**src/source/rvPipe_macros.svh**
```systemverilog
`ifndef RVPIPE_MACROS_SVH
`define RVPIPE_MACROS_SVH

// datapath widths
`define XLEN       32
`define REG_ADDR_W 5

// memory depths in words
`define IMEM_DEPTH 256
`define DMEM_DEPTH 256

`define RESET_PC 32'h0000_0000
`define INST_NOP 32'h0000_0013 // addi x0, x0, 0

// RV32I major opcodes
`define OPC_OP     7'b0110011
`define OPC_OP_IMM 7'b0010011
`define OPC_LUI    7'b0110111
`define OPC_AUIPC  7'b0010111
`define OPC_LOAD   7'b0000011
`define OPC_STORE  7'b0100011
`define OPC_BRANCH 7'b1100011
`define OPC_JAL    7'b1101111
`define OPC_JALR   7'b1100111
`define OPC_SYSTEM 7'b1110011

`endif

```
**src/source/rvPipePkg.sv**
```systemverilog
`include "rvPipe_macros.svh"

package rvPipePkg;

  typedef logic [`XLEN-1:0]       word_t;
  typedef logic [`REG_ADDR_W-1:0] regAddr_t;

  typedef enum logic [3:0] {
    ALU_ADD, ALU_SUB, ALU_SLL, ALU_SLT, ALU_SLTU,
    ALU_XOR, ALU_SRL, ALU_SRA, ALU_OR, ALU_AND
  } aluOp_t;

  typedef enum logic [1:0] {WB_ALU, WB_MEM, WB_PC4} wbSel_t;

  // operand source in execute
  typedef enum logic [1:0] {FWD_REG, FWD_MEM, FWD_WB} fwdSel_t;

  typedef struct packed {
    logic       valid;
    word_t      pc;
    word_t      rs1Data;
    word_t      rs2Data;
    word_t      imm;
    regAddr_t   rs1;
    regAddr_t   rs2;
    regAddr_t   rd;
    aluOp_t     aluOp;
    logic       aSel;        // 1 selects pc
    logic       bSel;        // 1 selects imm
    logic       isBranch;
    logic [2:0] branchFunct;
    logic       isJal;
    logic       isJalr;
    logic       memRead;
    logic       memWrite;
    logic       regWrite;
    wbSel_t     wbSel;
    logic       isEcall;
  } idExPayload_t;

  typedef struct packed {
    logic     valid;
    word_t    pc;
    word_t    aluResult;
    word_t    storeData;
    regAddr_t rd;
    logic     memRead;
    logic     memWrite;
    logic     regWrite;
    wbSel_t   wbSel;
    logic     isEcall;
  } exMemPayload_t;

  typedef struct packed {
    logic     valid;
    regAddr_t rd;
    logic     regWrite;
    word_t    wbData;
    logic     isEcall;
  } memWbPayload_t;

endpackage

```
**src/source/regFile.sv**
```systemverilog
`timescale 1ns/1ps

module regFile (
  input  logic                clk,
  input  logic                rst,
  input  rvPipePkg::regAddr_t rs1,
  input  rvPipePkg::regAddr_t rs2,
  output rvPipePkg::word_t    rs1Data,
  output rvPipePkg::word_t    rs2Data,
  input  logic                we,
  input  rvPipePkg::regAddr_t rd,
  input  rvPipePkg::word_t    wd
);

  rvPipePkg::word_t regs [32];

  always_ff @(posedge clk) begin
    if (rst) begin
      for (int i = 0; i < 32; i++) begin
        regs[i] <= '0;
      end
    end else if (we && rd != '0) begin
      regs[rd] <= wd;
    end
  end

  // same-cycle write shows through to decode
  function automatic rvPipePkg::word_t readPort(input rvPipePkg::regAddr_t ra);
    if (we && rd != '0 && ra == rd) return wd;
    return regs[ra];
  endfunction

  assign rs1Data = readPort(rs1);
  assign rs2Data = readPort(rs2);

  // x0 is held at zero by reset and the write gate
  assert property (@(posedge clk) disable iff (rst) (rs1 == '0) |-> (rs1Data == '0))
    else $error("x0 read back nonzero on rs1");

  assert property (@(posedge clk) disable iff (rst) (rs2 == '0) |-> (rs2Data == '0))
    else $error("x0 read back nonzero on rs2");

endmodule

```
**config.mk**
```make
export PLATFORM = sky130hd
export DESIGN_NAME = regFile
export DESIGN_NICKNAME = d
export VERILOG_FILES = /design/src/source/rvPipePkg.sv /design/src/source/regFile.sv
export VERILOG_INCLUDE_DIRS = /design/src /design/src/source
export SDC_FILE = /design/constraint.sdc
export NUM_CORES = 2
export LEC_CHECK = 0
export BUFFER_PORTS_ARGS = -buffer_cell sky130_fd_sc_hd__buf_2
export CELL_PAD_IN_SITES_DETAIL_PLACEMENT = 0
export CELL_PAD_IN_SITES_GLOBAL_PLACEMENT = 1
export CORE_UTILIZATION = 49
export CTS_CLUSTER_SIZE = 12
export DETAILED_ROUTE_END_ITERATION = 8
export GPL_TIMING_DRIVEN = 0
export PLACE_DENSITY_LB_ADDON = 0.15
export SLEW_MARGIN = 20
export SYNTH_ARGS = -nofsm -noshare
export SYNTH_HDL_FRONTEND = slang
export SYNTH_SLANG_ARGS = --single-unit
```
**constraint.sdc**
```tcl
create_clock -name clk -period 2.8 [get_ports clk]
set_clock_uncertainty 0.2 [all_clocks]
set_input_delay 0.28 -clock clk [delete_from_list [all_inputs] [get_ports clk]]
set_output_delay 0.28 -clock clk [all_outputs]
set_load 0.01 [all_outputs]
```
==> impl_results.md <==
- CP Cell Sequence: buf_2 -> nor2b_1 -> nand3b_1 -> nor2_1 -> buf_1 -> and2_1
- Sw Ratio: 26.1%
- Avg Inst Size Synth: 15.6 µm²
- Post-layout utilization of the core: 58.0%
- Worst slack, placed: -1.01 ns
- Startpoint type of the worst setup path: input pin
- Clock Power Share: 37.4%
- Leak: 21.7 nW
- RSZ-0062 raised after global routing: true
- Placed cell areas: 57300 µm²
- DRC viols: 0
- Largest family of logic cells by synthesized area: multiplexers
- Maximum VDD drop: 543 µV
- Tcrit/Tclk final: 109%
- Final min period: 3.04 ns
- Fin area: 63500 µm²
- Hold Vio Cnt, Final: 0
- Cells after Synth: 3494
- Die height: 335 µm
- WP buf/inv: 2
- Slew headroom: 14.5%
- Max Freq: 329 MHz
- Area growth syn-to-layout: 16.6%
- Outcome: finished with violations
- Die width: 335 µm
- Ports: 114
- Most frequent cells in the layout: edfxtp_1 (1024), and2_1 (992), mux4_2 (454), clkbuf_1 (197), o22ai_1 (162)
- Power per Cell Area: 593 nW/µm²
- Avg WL per Cell: 42.8 µm
- Post-synthesis sequential area ratio: 56.5%
- Multiplexer area fraction after synthesis: 21.8%
- Initial DRT Pass Iterations: 6
- #FFs+latches synth: 1024
- WL final: 230000 µm
- Combinational power share: 14.5%
- Filler instances: 8451
- CP delay by family, top: simple AND/OR/NAND/NOR gates
- Failing checks: negative setup slack
- Clock Path Buffers: 3
- Int Power: 0.0278 W
- Mapped cell area: 54500 µm²
- Detail Placement HPWL: 149000 µm
- Sequential share of power: 48.1%
- Compound-cell area share of the yosys netlist: 3.53%
- Worst Hold Margin: 0.229 ns
- Worst-path clk slew: 0.07 ns
- Commonest non-fill, non-tap cell in the layout: edfxtp_1
- Crit path from: rst
- Biggest register: regs
- Adder-Cell Fraction of Synth Area: 0%
- EDFF count, synth: 1024
- Largest registers: regs x1024
- Initial Util: 49.8%
- Grt ovf: 0
- MaxCap Viol Count: 0
- Hold Crit Class: input pin to flip-flop
- DRT antenna net count: 0
- Critical path required time: 3.17 ns
- CTS buffer count: 109
- Port Buffers: 104
- CP Data Arrival Time: 3.41 ns
- Setup CP Type: input pin to flip-flop
- Gr usage total: 40.7%
- Layout cells sized above 1: 30.9%
- Core Region: 109000 µm²
- Main synth FF type: edfxtp_1
- Via Count: 38.5k
- Slowest stage cell, crit path: buf_1
- CP max stage delay: 0.98 ns
- Dpl cells: 5118
- Max Transition Viols Final: 0
- Xor/xnor share of the synthesized area: 0.161%
- Synth Area in Simple Gates: 13.9%
- Worst Tran Pin Value: 1.28 ns
- Final Worst Setup Slack: -0.239 ns
- Critical path depth: 6
- Largest net degree at the start of global routing: 33
- # setup viols final: 617
- Crit. End Element: flip-flop
- H-tree Lvls: 3
- Synth warnings: 0
- Cell Count, Final, Fillers Out: 5363
- Max FFs per register: 1024
- NetSw: 0.00984 W
- Via/cell ratio: 7.17
- Initial antenna violation count: 24
- CP Capture Point: regs[29][22]$_SDFFCE_PN0P_
- CTS Root Cell: clkbuf_16
- Post-synth ARST share: 0%
- RePlAce Congestion: 0.951
- Initial DRC Count: 7118
- CTS tree: built
- CP max FO: 11
- Vias in the first global route: 37.6k
- # rows: 121
- Die ar.: 112000 µm²
- First-pass GRT wire length: 304000 µm
- Net count reported at finish: 3842
- Clock Sinks: 1024
- Post-synth cell types: 43
metrics by stage:
step	setup TNS, ns	power (W)
2_1_floorplan	0	0.0210
3_3_place_gp	-1283.66	0.0228
3_5_place_dp	-716.23	0.0230
4_1_cts	-0.773	0.0371
5_1_grt	-5.70	0.0382
6_report	-50.68	0.0377
worst min path at each step:
| stage | from | end | slack (ns) | cells past startpoint |
|---|---|---|---|---|
| finish | rd[2] | regs[28][0]$_SDFFCE_PN0P_ | 0.23 | 4 |
| global route | rst | regs[0][18]$_SDFFCE_PN0P_ | 0.26 | 2 |
| CTS | rd[2] | regs[28][0]$_SDFFCE_PN0P_ | 0.17 | 4 |
| floorplan | wd[31] | regs[1][31]$_SDFFCE_PN0P_ | 0.28 | 1 |
| global placement | wd[8] | regs[3][8]$_SDFFCE_PN0P_ | 0.44 | 2 |
| detailed placement | wd[8] | regs[3][8]$_SDFFCE_PN0P_ | 0.44 | 2 |
power groups by stage:
stage                     sequential (W)  combinational [W]  clock [W]
final                             0.0181            0.00546     0.0141
after global routing              0.0182            0.00551     0.0145
after CTS                         0.0181            0.00506     0.0139
after detailed placement          0.0184            0.00461          0
after global placement            0.0183            0.00449          0
after floorplan                   0.0182            0.00273          0
final cells by class:
| class | count | area [µm²] | area share, % |
|---|---|---|---|
| Antenna cell | 13 | 32.5 | 0.0512 |
| Buffer | 383 | 3150 | 4.95 |
| Clock buffer | 145 | 2910 | 4.58 |
| Clock inverter | 48 | 385 | 0.607 |
| Multi-Input combinational cell | 2114 | 23000 | 36.2 |
| Sequential cell | 1024 | 30700 | 48.4 |
| Tap cell | 1476 | 1850 | 2.91 |
| Timing Repair Buffer | 160 | 1420 | 2.24 |
synth_stat cells, types with 5 or more instances:
master | number | area (µm²)
nor2b_1 | 5 | 31.3
buf_6 | 28 | 315
buf_8 | 7 | 105
edfxtp_1 | 1024 | 30700
buf_2 | 103 | 515
mux4_2 | 425 | 9570
buf_12 | 22 | 440
nor2_1 | 31 | 116
nand2_1 | 69 | 259
o21ai_1 | 62 | 310
and2_1 | 992 | 6210
nand3b_1 | 12 | 90.1
o22ai_1 | 248 | 1550
or2_1 | 7 | 43.8
xnor2_1 | 6 | 52.6
or4_1 | 63 | 473
mux4_1 | 83 | 2180
nand3_1 | 9 | 45.0
or2_2 | 24 | 150
clkbuf_1 | 220 | 826
mux2i_1 | 11 | 110
timing repair:
action                                  4_1_cts  5_1_grt
setup buffers                                 4        4
pin swaps                                    36       58
endpoints found under the setup margin      139      406
gates resized for setup                     451      175
hold buffers                                 32        0
endpoints found under the hold margin        99        0
cloned                                        1        1
kinds of logic after synthesis:
logic type	count (synthesis)
other	1
XOR/XNOR	10
multiplexers	519
buffers and inverters	387
AND/OR/NAND/NOR	1236
AO/OA/AOI/OAI	317
flip-flops	1024
routing by layer:
metal  part of all wire (%)  global-route usage [%]  vias to the layer above
met3                     15                    15.5                      764
met2                     44                    59.8                     3591
met1                     34                    52.0                    19875
met5                  0.020                   0.217                        -
met4                    6.3                    22.5                        6
li1                       -                       -                    14219
No activity file was read; power rests on OpenSTA's default activity.
