$ cat config.mk
export PLATFORM = sky130hd
export DESIGN_NAME = decodeStage
export DESIGN_NICKNAME = d
export VERILOG_FILES = /design/src/source/rvPipePkg.sv /design/src/source/decodeStage.sv
export VERILOG_INCLUDE_DIRS = /design/src /design/src/source
export SDC_FILE = /design/constraint.sdc
export NUM_CORES = 1
export LEC_CHECK = 0
export BUFFER_PORTS_ARGS = -buffer_cell sky130_fd_sc_hd__buf_4
export CAP_MARGIN = 0
export CORE_AREA = 3 3 119 121
export DETAILED_ROUTE_END_ITERATION = 6
export DIE_AREA = 0 0 122 124
export GPL_TIMING_DRIVEN = 0
export PLACE_DENSITY = 0.47
export RECOVER_POWER = 100
export SKIP_LAST_GASP = 1
export SLEW_MARGIN = 20
export SYNTH_ARGS = -nofsm -noshare
export SYNTH_HDL_FRONTEND = slang
export SYNTH_SLANG_ARGS = --single-unit
$ cat constraint.sdc
create_clock -name vclk -period 2
set_input_delay 0.2 -clock vclk [all_inputs]
set_output_delay 0.2 -clock vclk [all_outputs]
set_load 0.01 [all_outputs]
$ cat src/source/rvPipe_macros.svh
`ifndef RVPIPE_MACROS_SVH
`define RVPIPE_MACROS_SVH

// datapath widths
`define XLEN       32
`define REG_ADDR_W 5

// memory depths in words
`define IMEM_DEPTH 256
`define DMEM_DEPTH 256

`define RESET_PC 32'h0000_0000
`define INST_NOP 32'h0000_0013 // addi x0, x0, 0

// RV32I major opcodes
`define OPC_OP     7'b0110011
`define OPC_OP_IMM 7'b0010011
`define OPC_LUI    7'b0110111
`define OPC_AUIPC  7'b0010111
`define OPC_LOAD   7'b0000011
`define OPC_STORE  7'b0100011
`define OPC_BRANCH 7'b1100011
`define OPC_JAL    7'b1101111
`define OPC_JALR   7'b1100111
`define OPC_SYSTEM 7'b1110011

`endif

$ cat src/source/rvPipePkg.sv
`include "rvPipe_macros.svh"

package rvPipePkg;

  typedef logic [`XLEN-1:0]       word_t;
  typedef logic [`REG_ADDR_W-1:0] regAddr_t;

  typedef enum logic [3:0] {
    ALU_ADD, ALU_SUB, ALU_SLL, ALU_SLT, ALU_SLTU,
    ALU_XOR, ALU_SRL, ALU_SRA, ALU_OR, ALU_AND
  } aluOp_t;

  typedef enum logic [1:0] {WB_ALU, WB_MEM, WB_PC4} wbSel_t;

  // operand source in execute
  typedef enum logic [1:0] {FWD_REG, FWD_MEM, FWD_WB} fwdSel_t;

  typedef struct packed {
    logic       valid;
    word_t      pc;
    word_t      rs1Data;
    word_t      rs2Data;
    word_t      imm;
    regAddr_t   rs1;
    regAddr_t   rs2;
    regAddr_t   rd;
    aluOp_t     aluOp;
    logic       aSel;        // 1 selects pc
    logic       bSel;        // 1 selects imm
    logic       isBranch;
    logic [2:0] branchFunct;
    logic       isJal;
    logic       isJalr;
    logic       memRead;
    logic       memWrite;
    logic       regWrite;
    wbSel_t     wbSel;
    logic       isEcall;
  } idExPayload_t;

  typedef struct packed {
    logic     valid;
    word_t    pc;
    word_t    aluResult;
    word_t    storeData;
    regAddr_t rd;
    logic     memRead;
    logic     memWrite;
    logic     regWrite;
    wbSel_t   wbSel;
    logic     isEcall;
  } exMemPayload_t;

  typedef struct packed {
    logic     valid;
    regAddr_t rd;
    logic     regWrite;
    word_t    wbData;
    logic     isEcall;
  } memWbPayload_t;

endpackage

$ cat src/source/decodeStage.sv
`timescale 1ns/1ps
`include "rvPipe_macros.svh"

module decodeStage (
  input  rvPipePkg::word_t        ifPc,
  input  rvPipePkg::word_t        ifInstr,
  input  logic                    ifValid,
  input  rvPipePkg::word_t        rs1Data,
  input  rvPipePkg::word_t        rs2Data,
  input  rvPipePkg::regAddr_t     exRd,
  input  logic                    exMemRead,
  input  logic                    redirect,
  output rvPipePkg::regAddr_t     rs1,
  output rvPipePkg::regAddr_t     rs2,
  output logic                    stall,
  output logic                    bubble,
  output rvPipePkg::idExPayload_t idEx
);

  logic [6:0]              opcode;
  logic [2:0]              funct3;
  rvPipePkg::regAddr_t     rd;
  rvPipePkg::word_t        immI;
  rvPipePkg::word_t        immS;
  rvPipePkg::word_t        immB;
  rvPipePkg::word_t        immU;
  rvPipePkg::word_t        immJ;
  logic                    altOp;
  logic                    usesRs1;
  logic                    usesRs2;
  logic                    writesRd;
  rvPipePkg::aluOp_t       fnOp;
  rvPipePkg::idExPayload_t ctl;

  assign opcode = ifInstr[6:0];
  assign funct3 = ifInstr[14:12];
  assign rd     = ifInstr[11:7];

  ////////////////////////////////////////////////////////////////////////////
  // immediates
  assign immI = {{20{ifInstr[31]}}, ifInstr[31:20]};
  assign immS = {{20{ifInstr[31]}}, ifInstr[31:25], ifInstr[11:7]};
  assign immB = {{19{ifInstr[31]}}, ifInstr[31], ifInstr[7], ifInstr[30:25],
                 ifInstr[11:8], 1'b0};
  assign immU = {ifInstr[31:12], 12'b0};
  assign immJ = {{11{ifInstr[31]}}, ifInstr[31], ifInstr[19:12], ifInstr[20],
                 ifInstr[30:21], 1'b0};

  // bit 30 means sub/sra, but only shifts use it on op-imm
  assign altOp = ifInstr[30] && (opcode == `OPC_OP || funct3 == 3'b101);

  always_comb begin
    case (funct3)
      3'b000:  fnOp = altOp ? rvPipePkg::ALU_SUB : rvPipePkg::ALU_ADD;
      3'b001:  fnOp = rvPipePkg::ALU_SLL;
      3'b010:  fnOp = rvPipePkg::ALU_SLT;
      3'b011:  fnOp = rvPipePkg::ALU_SLTU;
      3'b100:  fnOp = rvPipePkg::ALU_XOR;
      3'b101:  fnOp = altOp ? rvPipePkg::ALU_SRA : rvPipePkg::ALU_SRL;
      3'b110:  fnOp = rvPipePkg::ALU_OR;
      default: fnOp = rvPipePkg::ALU_AND;
    endcase
  end

  ////////////////////////////////////////////////////////////////////////////
  // control decode with unknown opcodes left all zero
  always_comb begin
    ctl      = '0;
    usesRs1  = 1'b0;
    usesRs2  = 1'b0;
    writesRd = 1'b0;
    case (opcode)
      `OPC_OP: begin
        usesRs1   = 1'b1;
        usesRs2   = 1'b1;
        writesRd  = 1'b1;
        ctl.aluOp = fnOp;
      end
      `OPC_OP_IMM: begin
        usesRs1   = 1'b1;
        writesRd  = 1'b1;
        ctl.aluOp = fnOp;
        ctl.bSel  = 1'b1;
        ctl.imm   = immI;
      end
      `OPC_LUI, `OPC_AUIPC: begin
        writesRd = 1'b1;
        ctl.aSel = (opcode == `OPC_AUIPC); // lui adds to x0
        ctl.bSel = 1'b1;
        ctl.imm  = immU;
      end
      `OPC_LOAD: begin
        usesRs1     = (funct3 == 3'b010); // word only
        writesRd    = usesRs1;
        ctl.memRead = usesRs1;
        ctl.bSel    = 1'b1;
        ctl.imm     = immI;
        ctl.wbSel   = rvPipePkg::WB_MEM;
      end
      `OPC_STORE: begin
        usesRs1      = (funct3 == 3'b010);
        usesRs2      = usesRs1;
        ctl.memWrite = usesRs1;
        ctl.bSel     = 1'b1;
        ctl.imm      = immS;
      end
      `OPC_BRANCH: begin
        usesRs1      = 1'b1;
        usesRs2      = 1'b1;
        ctl.isBranch = 1'b1;
        ctl.imm      = immB;
      end
      `OPC_JAL: begin
        writesRd  = 1'b1;
        ctl.isJal = 1'b1;
        ctl.imm   = immJ;
        ctl.wbSel = rvPipePkg::WB_PC4;
      end
      `OPC_JALR: begin
        usesRs1    = 1'b1;
        writesRd   = 1'b1;
        ctl.isJalr = 1'b1;
        ctl.imm    = immI;
        ctl.wbSel  = rvPipePkg::WB_PC4;
      end
      `OPC_SYSTEM: ctl.isEcall = (ifInstr[31:7] == '0);
      default: ;
    endcase
  end

  // unused source fields read as x0
  assign rs1 = usesRs1 ? ifInstr[19:15] : '0;
  assign rs2 = usesRs2 ? ifInstr[24:20] : '0;

  always_comb begin
    idEx             = ctl;
    idEx.valid       = ifValid;
    idEx.pc          = ifPc;
    idEx.rs1         = rs1;
    idEx.rs2         = rs2;
    idEx.rd          = rd;
    idEx.rs1Data     = rs1Data;
    idEx.rs2Data     = rs2Data;
    idEx.branchFunct = funct3;
    idEx.regWrite    = writesRd && (rd != '0);
  end

  // load-use hazard where x0 never matches
  assign stall  = ifValid && exMemRead && (exRd != '0) && (rs1 == exRd || rs2 == exRd);
  assign bubble = stall || redirect;

endmodule

==> results of run 1 <==
-- how the worst max path moves through the flow --
stage / slack (ns) / from / endpoint
CTS: -0.11 / ifInstr[13] / bubble
floorplan: 0.1 / ifInstr[1] / bubble
detailed placement: -0.45 / ifInstr[6] / idEx[53]
global route: -0.14 / ifInstr[1] / bubble
global placement: -0.40 / ifInstr[5] / bubble
finish: -0.07 / ifInstr[2] / bubble
-- cell usage in the layout, fill, tap and decap left out, types with 7 or more instances in the layout --
cell	instances
a21o_1	19
nand2_1	14
nor2b_1	12
o21ai_0	7
clkbuf_1	108
nor2_1	14
buf_4	230
-- through the flow --
stage / cells / worst slack [ns] / TNS, ns
after floorplan: 278 / 0.09849 / 0
after global placement: 666 / -0.3957 / -5.663
after detailed placement: 666 / -0.4495 / -7.192
after CTS: 670 / -0.1124 / -0.1755
after global routing: 673 / -0.1449 / -0.6855
final: 673 / -0.06860 / -0.09644
-- power groups by stage --
stage	Sequential, mW	Combinational [mW]	Clock [mW]
2_1_floorplan	0	0.320	0
3_3_place_gp	0	0.637	0
3_5_place_dp	0	0.641	0
4_1_cts	0	0.657	0
5_1_grt	0	0.619	0
6_report	0	0.565	0
-- synth_stat cells, types with 4 or more instances --
library cell / n
buf_4: 115
a21o_1: 19
nor2_1: 16
nand2_1: 14
nor2b_1: 13
and2_1: 7
nor3_1: 7
o21ai_0: 7
a21oi_1: 6
a22o_1: 6
clkbuf_1: 6
nor4_1: 6
xnor2_1: 5
nand3b_1: 4
-- layer usage --
metal,wire length (um),vias to the layer above,GRT usage
li1,-,1276,-
met2,5142,158,0.2165
met1,3605,1156,0.1256
met3,911,2,0.01589
met4,51,0,0.007003
met5,0,-,0
-- area by class of cell --
cell class                      instances  area, sq um  area share
Inverter                                2        7.507    0.002166
Tap cell                              176        220.2     0.06354
Timing Repair Buffer                  220         1272      0.3671
Multi-Input combinational cell        150         1037      0.2993
Buffer                                125        928.4      0.2679
-- cell families (layout without fill, tap and decap cells) --
group / count (synthesis) / after routing / share of synthesized area
AO/OA/AOI/OAI: 54 / 54 / 0.2057
XOR/XNOR: 6 / 6 / 0.02796
buffers and inverters: 128 / 347 / 0.4913
AND/OR/NAND/NOR: 90 / 90 / 0.2750
-- repair_timing --
item | CTS | global route
endpoints found under the setup margin | 40 | 20
resized for setup | 22 | 10
pin swaps | 8 | 10
buffers inserted | 5 | 3
==> impl_metrics.prom, run 1 <==
# TYPE chip_impl_metric gauge
chip_impl_info{name="run_status",value="finished with violations"} 1
chip_impl_info{name="violated_checks",value="negative setup slack"} 1
chip_impl_metric{name="drc",unit=""} 0
chip_impl_metric{name="hpwl",unit="mm"} 8.533
chip_impl_info{name="synth_top_cells_by_area",value="buf_4 (46%), a21o_1 (7.6%), nor2b_1 (4.3%)"} 1
chip_impl_info{name="min-delay-start",value="rs1Data[5]"} 1
chip_impl_metric{name="seq_cells",unit=""} 0
chip_impl_metric{name="drt-wirelength-per-cell",unit="um"} 14.43
chip_impl_metric{name="timing.hold.ws",unit="ns"} 0.6080
chip_impl_metric{name="syn_area_per_cell",unit="sq um"} 6.760
chip_impl_metric{name="max-slew-margin-rel",unit=""} 0.6715
chip_impl_metric{name="antenna-diode-count",unit=""} 0
chip_impl_metric{name="globalRouteOverflowTotal",unit=""} 0
chip_impl_metric{name="post-route-min-period",unit="ns"} 2.069
chip_impl_metric{name="area.sequential",unit="sq um"} 0
chip_impl_metric{name="hold_viol_final",unit=""} 0
chip_impl_metric{name="max-vdd-ir-drop",unit="uV"} 56.73
chip_impl_info{name="synth_largest_area_cell",value="buf_4"} 1
chip_impl_metric{name="core_area",unit="sq um"} 13190
chip_impl_metric{name="crit_path_max_incr_delay",unit="ns"} 0.52
chip_impl_metric{name="holdPathStages",unit=""} 2
chip_impl_info{name="worst_path_max_delay_cell",value="or4b_4"} 1
chip_impl_metric{name="finalNetCount",unit=""} 635
chip_impl_metric{name="cellInternalPower",unit="uW"} 309.8
chip_impl_metric{name="routability_congestion_estimate",unit=""} 0.7259
chip_impl_metric{name="detailed_place.area",unit="sq um"} 3691
chip_impl_metric{name="critical_path.n_buffers_inverters",unit=""} 3
chip_impl_metric{name="syn_to_final_growth",unit="%"} 84.42
chip_impl_metric{name="synthesized_netlist_cell_count",unit=""} 278
chip_impl_metric{name="firstDrtPassIters",unit=""} 4
chip_impl_metric{name="initial_core_util",unit=""} 0.1425
chip_impl_metric{name="slew_viol_final",unit=""} 0
chip_impl_metric{name="die_height",unit="um"} 124
chip_impl_info{name="start_kind",value="primary input"} 1
chip_impl_metric{name="critPathArrivalTime",unit="ns"} 1.87
chip_impl_metric{name="placementRows",unit=""} 42
chip_impl_metric{name="totalPowerFinal",unit="uW"} 565.2
chip_impl_metric{name="detail-route-antenna-nets",unit=""} 0
chip_impl_info{name="crit_path_end_kind",value="output port"} 1
chip_impl_info{name="whs_endpoint",value="idEx[102]"} 1
chip_impl_metric{name="p_leak",unit="nW"} 1.858
chip_impl_metric{name="hold_buffers",unit=""} 0
chip_impl_metric{name="die_width",unit="um"} 122
chip_impl_metric{name="drive_gt1_frac",unit=""} 0.5091
chip_impl_metric{name="max_freq",unit="GHz"} 0.4834
chip_impl_metric{name="postRouteWirelength",unit="mm"} 9.710
chip_impl_metric{name="fin_util",unit=""} 0.2628
chip_impl_metric{name="top_level_ports",unit=""} 310
chip_impl_metric{name="nFillCells",unit=""} 1538
chip_impl_metric{name="critical_path_required",unit="ns"} 1.80
chip_impl_metric{name="finalWorstSetupSlack",unit="ns"} -0.06860
chip_impl_metric{name="grt_antenna_before_repair",unit=""} 0
chip_impl_metric{name="maxCapViolations",unit=""} 0
chip_impl_metric{name="p_per_area",unit="nW/um^2"} 163.1
chip_impl_metric{name="synth.lib_cells_used.distinct",unit=""} 42
chip_impl_metric{name="path_max_fanout",unit=""} 8
chip_impl_metric{name="viasPerCell",unit=""} 3.851
chip_impl_info{name="cp_dominant_cell_by_count",value="buf_6"} 1
chip_impl_metric{name="p_sw",unit="uW"} 255.5
chip_impl_info{name="hold_class",value="primary input to output port"} 1
chip_impl_metric{name="pin_count_of_the_biggest_net_entering_global_routing",unit=""} 11
chip_impl_info{name="cpLargestDelayFamily",value="simple AND/OR/NAND/NOR gates"} 1
chip_impl_metric{name="final_min_period_over_clock_period",unit=""} 1.034
chip_impl_metric{name="port_buffers",unit=""} 212
chip_impl_metric{name="yosysWarningCount",unit=""} 0
chip_impl_metric{name="design_area",unit="sq um"} 3466
chip_impl_metric{name="setup-violations-final",unit=""} 2
chip_impl_info{name="rsz0062_at_grt",value="yes"} 1
chip_impl_metric{name="power.switching_fraction",unit=""} 0.4519
chip_impl_metric{name="clockBufferCount",unit=""} 0
chip_impl_metric{name="syn_nets",unit=""} 414
chip_impl_metric{name="pwr-share-comb",unit=""} 1.000
chip_impl_metric{name="syn-cell-area",unit="sq um"} 1879
chip_impl_metric{name="yosys.area.top_type_share",unit=""} 0.4594
chip_impl_metric{name="grt_pass1_wl",unit="mm"} 13.09
chip_impl_metric{name="synth_sequential_area_ratio",unit=""} 0
chip_impl_metric{name="cp_num_cells",unit=""} 9
chip_impl_metric{name="clock_power_share",unit=""} 0
chip_impl_metric{name="grt_pass1_vias",unit=""} 2503
chip_impl_metric{name="dieArea",unit="sq um"} 15130
chip_impl_metric{name="tightestPinTransition",unit="ns"} 0.4928
chip_impl_metric{name="power_frac_seq",unit=""} 0
chip_impl_metric{name="global_route.usage.total",unit=""} 0.1081
chip_impl_info{name="worstPathCellList",value="buf_6 -> and3_4 -> and4b_1 -> buf_6 -> or4b_4 -> o211ai_1 -> nand4_1 -> nand3b_1 -> buf_4"} 1
chip_impl_metric{name="via_count_of_the_routed_design",unit=""} 2592
chip_impl_metric{name="drt-initial-drc-count",unit=""} 40
chip_impl_info{name="timing_worst_setup_path_type",value="primary input to output port"} 1
Note: power is estimated with default switching activity, not from simulation.
==> inputs of run 2 (changes only) <==
--- a/config.mk
+++ b/config.mk
@@ -12,9 +12,8 @@
 export DETAILED_ROUTE_END_ITERATION = 6
 export DIE_AREA = 0 0 122 124
 export GPL_TIMING_DRIVEN = 0
-export PLACE_DENSITY = 0.47
+export PLACE_DENSITY_LB_ADDON = 0.2
 export RECOVER_POWER = 100
-export SKIP_LAST_GASP = 1
 export SLEW_MARGIN = 20
 export SYNTH_ARGS = -nofsm -noshare
 export SYNTH_HDL_FRONTEND = slang
==> run 2 against run 1 <==
The flow still finishes with violations (negative setup slack); sequential share of layout area did not move; first-iteration DRC count rose by 150%; via count fell by 0.42%; design area rose by 0.76%; count of clock-buffer cells in the layout did not move; combinational power barely moved; final cell count did not move; routed wire length fell by 4.0%; flip-flop and latch count did not move; die area did not move; total power rose by 0.23%; global-route usage fell by 0.39 points; critical path type unchanged; critical endpoint unchanged.
==> impl_metrics.prom, run 2 (same netlist as run 1, synthesis figures left out) <==
# TYPE chip_impl_metric gauge
chip_impl_info{name="run_status",value="finished with violations"} 1
chip_impl_info{name="violated_checks",value="negative setup slack"} 1
chip_impl_metric{name="die_height",unit="um"} 124
chip_impl_metric{name="critical_path_required",unit="ns"} 1.80
chip_impl_metric{name="globalRouteOverflowTotal",unit=""} 0
chip_impl_metric{name="clockBufferCount",unit=""} 0
chip_impl_metric{name="p_leak",unit="nW"} 1.867
chip_impl_metric{name="port_buffers",unit=""} 212
chip_impl_metric{name="grt_pass1_vias",unit=""} 2455
chip_impl_metric{name="pin_count_of_the_biggest_net_entering_global_routing",unit=""} 11
chip_impl_info{name="layout.cells.most_common_list",value="buf_4 (228), clkbuf_1 (107), a21o_1 (19)"} 1
chip_impl_metric{name="path_max_fanout",unit=""} 5
chip_impl_metric{name="drive_gt1_frac",unit=""} 0.5191
chip_impl_metric{name="area.sequential",unit="sq um"} 0
chip_impl_metric{name="die_width",unit="um"} 122
chip_impl_metric{name="antenna-diode-count",unit=""} 0
chip_impl_metric{name="drc",unit=""} 0
chip_impl_info{name="timing_worst_setup_path_type",value="primary input to output port"} 1
chip_impl_metric{name="core_area",unit="sq um"} 13190
chip_impl_info{name="hold_class",value="primary input to output port"} 1
chip_impl_metric{name="hold_viol_final",unit=""} 0
chip_impl_metric{name="dieArea",unit="sq um"} 15130
chip_impl_metric{name="syn_to_final_growth",unit="%"} 85.82
chip_impl_metric{name="critPathArrivalTime",unit="ns"} 1.84
chip_impl_metric{name="max_freq",unit="GHz"} 0.4909
chip_impl_metric{name="drt-initial-drc-count",unit=""} 98
chip_impl_info{name="rsz0062_at_grt",value="yes"} 1
chip_impl_metric{name="routability_congestion_estimate",unit=""} 0.7371
chip_impl_metric{name="fin_util",unit=""} 0.2648
chip_impl_metric{name="initial_core_util",unit=""} 0.1425
chip_impl_metric{name="placementRows",unit=""} 42
chip_impl_metric{name="max-slew-margin-rel",unit=""} 0.6835
chip_impl_metric{name="viasPerCell",unit=""} 3.835
chip_impl_metric{name="top_level_ports",unit=""} 310
chip_impl_metric{name="max-vdd-ir-drop",unit="uV"} 63.73
chip_impl_metric{name="grt_pass1_wl",unit="mm"} 12.75
chip_impl_metric{name="design_area",unit="sq um"} 3492
chip_impl_metric{name="global_route.usage.total",unit=""} 0.1041
chip_impl_metric{name="drt-wirelength-per-cell",unit="um"} 13.85
chip_impl_metric{name="post-route-min-period",unit="ns"} 2.037
chip_impl_info{name="crit_path_end_kind",value="output port"} 1
chip_impl_metric{name="tightestPinTransition",unit="ns"} 0.4747
chip_impl_metric{name="maxCapViolations",unit=""} 0
chip_impl_metric{name="detail-route-antenna-nets",unit=""} 0
chip_impl_metric{name="detailed_place.area",unit="sq um"} 3691
chip_impl_metric{name="hpwl",unit="mm"} 8.242
chip_impl_metric{name="finalWorstSetupSlack",unit="ns"} -0.03689
chip_impl_metric{name="totalPowerFinal",unit="uW"} 566.6
chip_impl_metric{name="hold_buffers",unit=""} 0
chip_impl_metric{name="final_min_period_over_clock_period",unit=""} 1.018
chip_impl_metric{name="setup-violations-final",unit=""} 2
chip_impl_metric{name="seq_cells",unit=""} 0
chip_impl_info{name="min-delay-start",value="rs1Data[15]"} 1
chip_impl_info{name="crit_path_start",value="ifInstr[2]"} 1
chip_impl_info{name="start_kind",value="primary input"} 1
chip_impl_metric{name="via_count_of_the_routed_design",unit=""} 2581
chip_impl_metric{name="finalNetCount",unit=""} 635
chip_impl_info{name="most_common_library_cell_in_the_layout_ignoring_fill_and_taps",value="buf_4"} 1
chip_impl_metric{name="grt_antenna_before_repair",unit=""} 0
chip_impl_metric{name="slew_viol_final",unit=""} 0
chip_impl_metric{name="p_per_area",unit="nW/um^2"} 162.2
chip_impl_metric{name="postRouteWirelength",unit="mm"} 9.318
chip_impl_metric{name="firstDrtPassIters",unit=""} 4
[run 2: cell types whose count changed in the layout (fill, tap and decap cells not counted), sizes merged]
cell and delta:
clkbuf -1, buf +1
[run 2: final timing paths]
path / end / slack (ns) / depth (start not counted)
worst max-delay path: bubble / -0.04 / 9
worst min-delay path: idEx[112] / 0.61 / 2
[run 2: cell type report]
class              count  area, sq um
well taps            176        220.2
multi-input cells    150         1057
inverters              2        7.507
plain buffers        125        930.9
fillers             1545         9698
repair buffers       220         1276
[run 2: routing by layer]
layer,up-vias,GRT usage,wire length (um)
met1,1141,0.1307,3645
met5,-,0,0
met3,0,0.01726,885
met4,0,0,0
li1,1280,-,-
met2,160,0.1982,4787
[run 2: power breakdown]
group / leakage (nW) / total [mW] / internal, mW / switching, mW
combinational: 1.87 / 0.567 / 0.311 / 0.255
clock: 0 / 0 / 0 / 0
sequential: 0 / 0 / 0 / 0
total: 1.87 / 0.567 / 0.311 / 0.255
[run 2: stage by stage]
step	std cells	setup TNS [ns]	hold slack [ns]	setup slack [ns]
after floorplan	278	0	0.4918	0.09849
after global placement	666	-5.851	0.5776	-0.3713
after detailed placement	666	-6.347	0.5775	-0.3895
after CTS	669	-0.1256	0.5772	-0.07278
after global routing	673	-0.1956	0.6152	-0.1127
final	673	-0.04282	0.6078	-0.03689
[run 2: what timing repair did]
item                                    CTS  global route
buffers inserted                          4             4
cloned                                    0             0
pin swaps                                 8            10
endpoints found under the setup margin   32            21
endpoints found under the hold margin     0             0
gates resized for setup                  20            17
[run 2: critical path: stages]
cell and delay, ns:
buf_6 0.09, and3_4 0.18, and4b_1 0.19, buf_6 0.13, or4b_4 0.53, o211ai_1 0.11
nand4_1 0.16, nand3b_1 0.13, buf_4 0.13
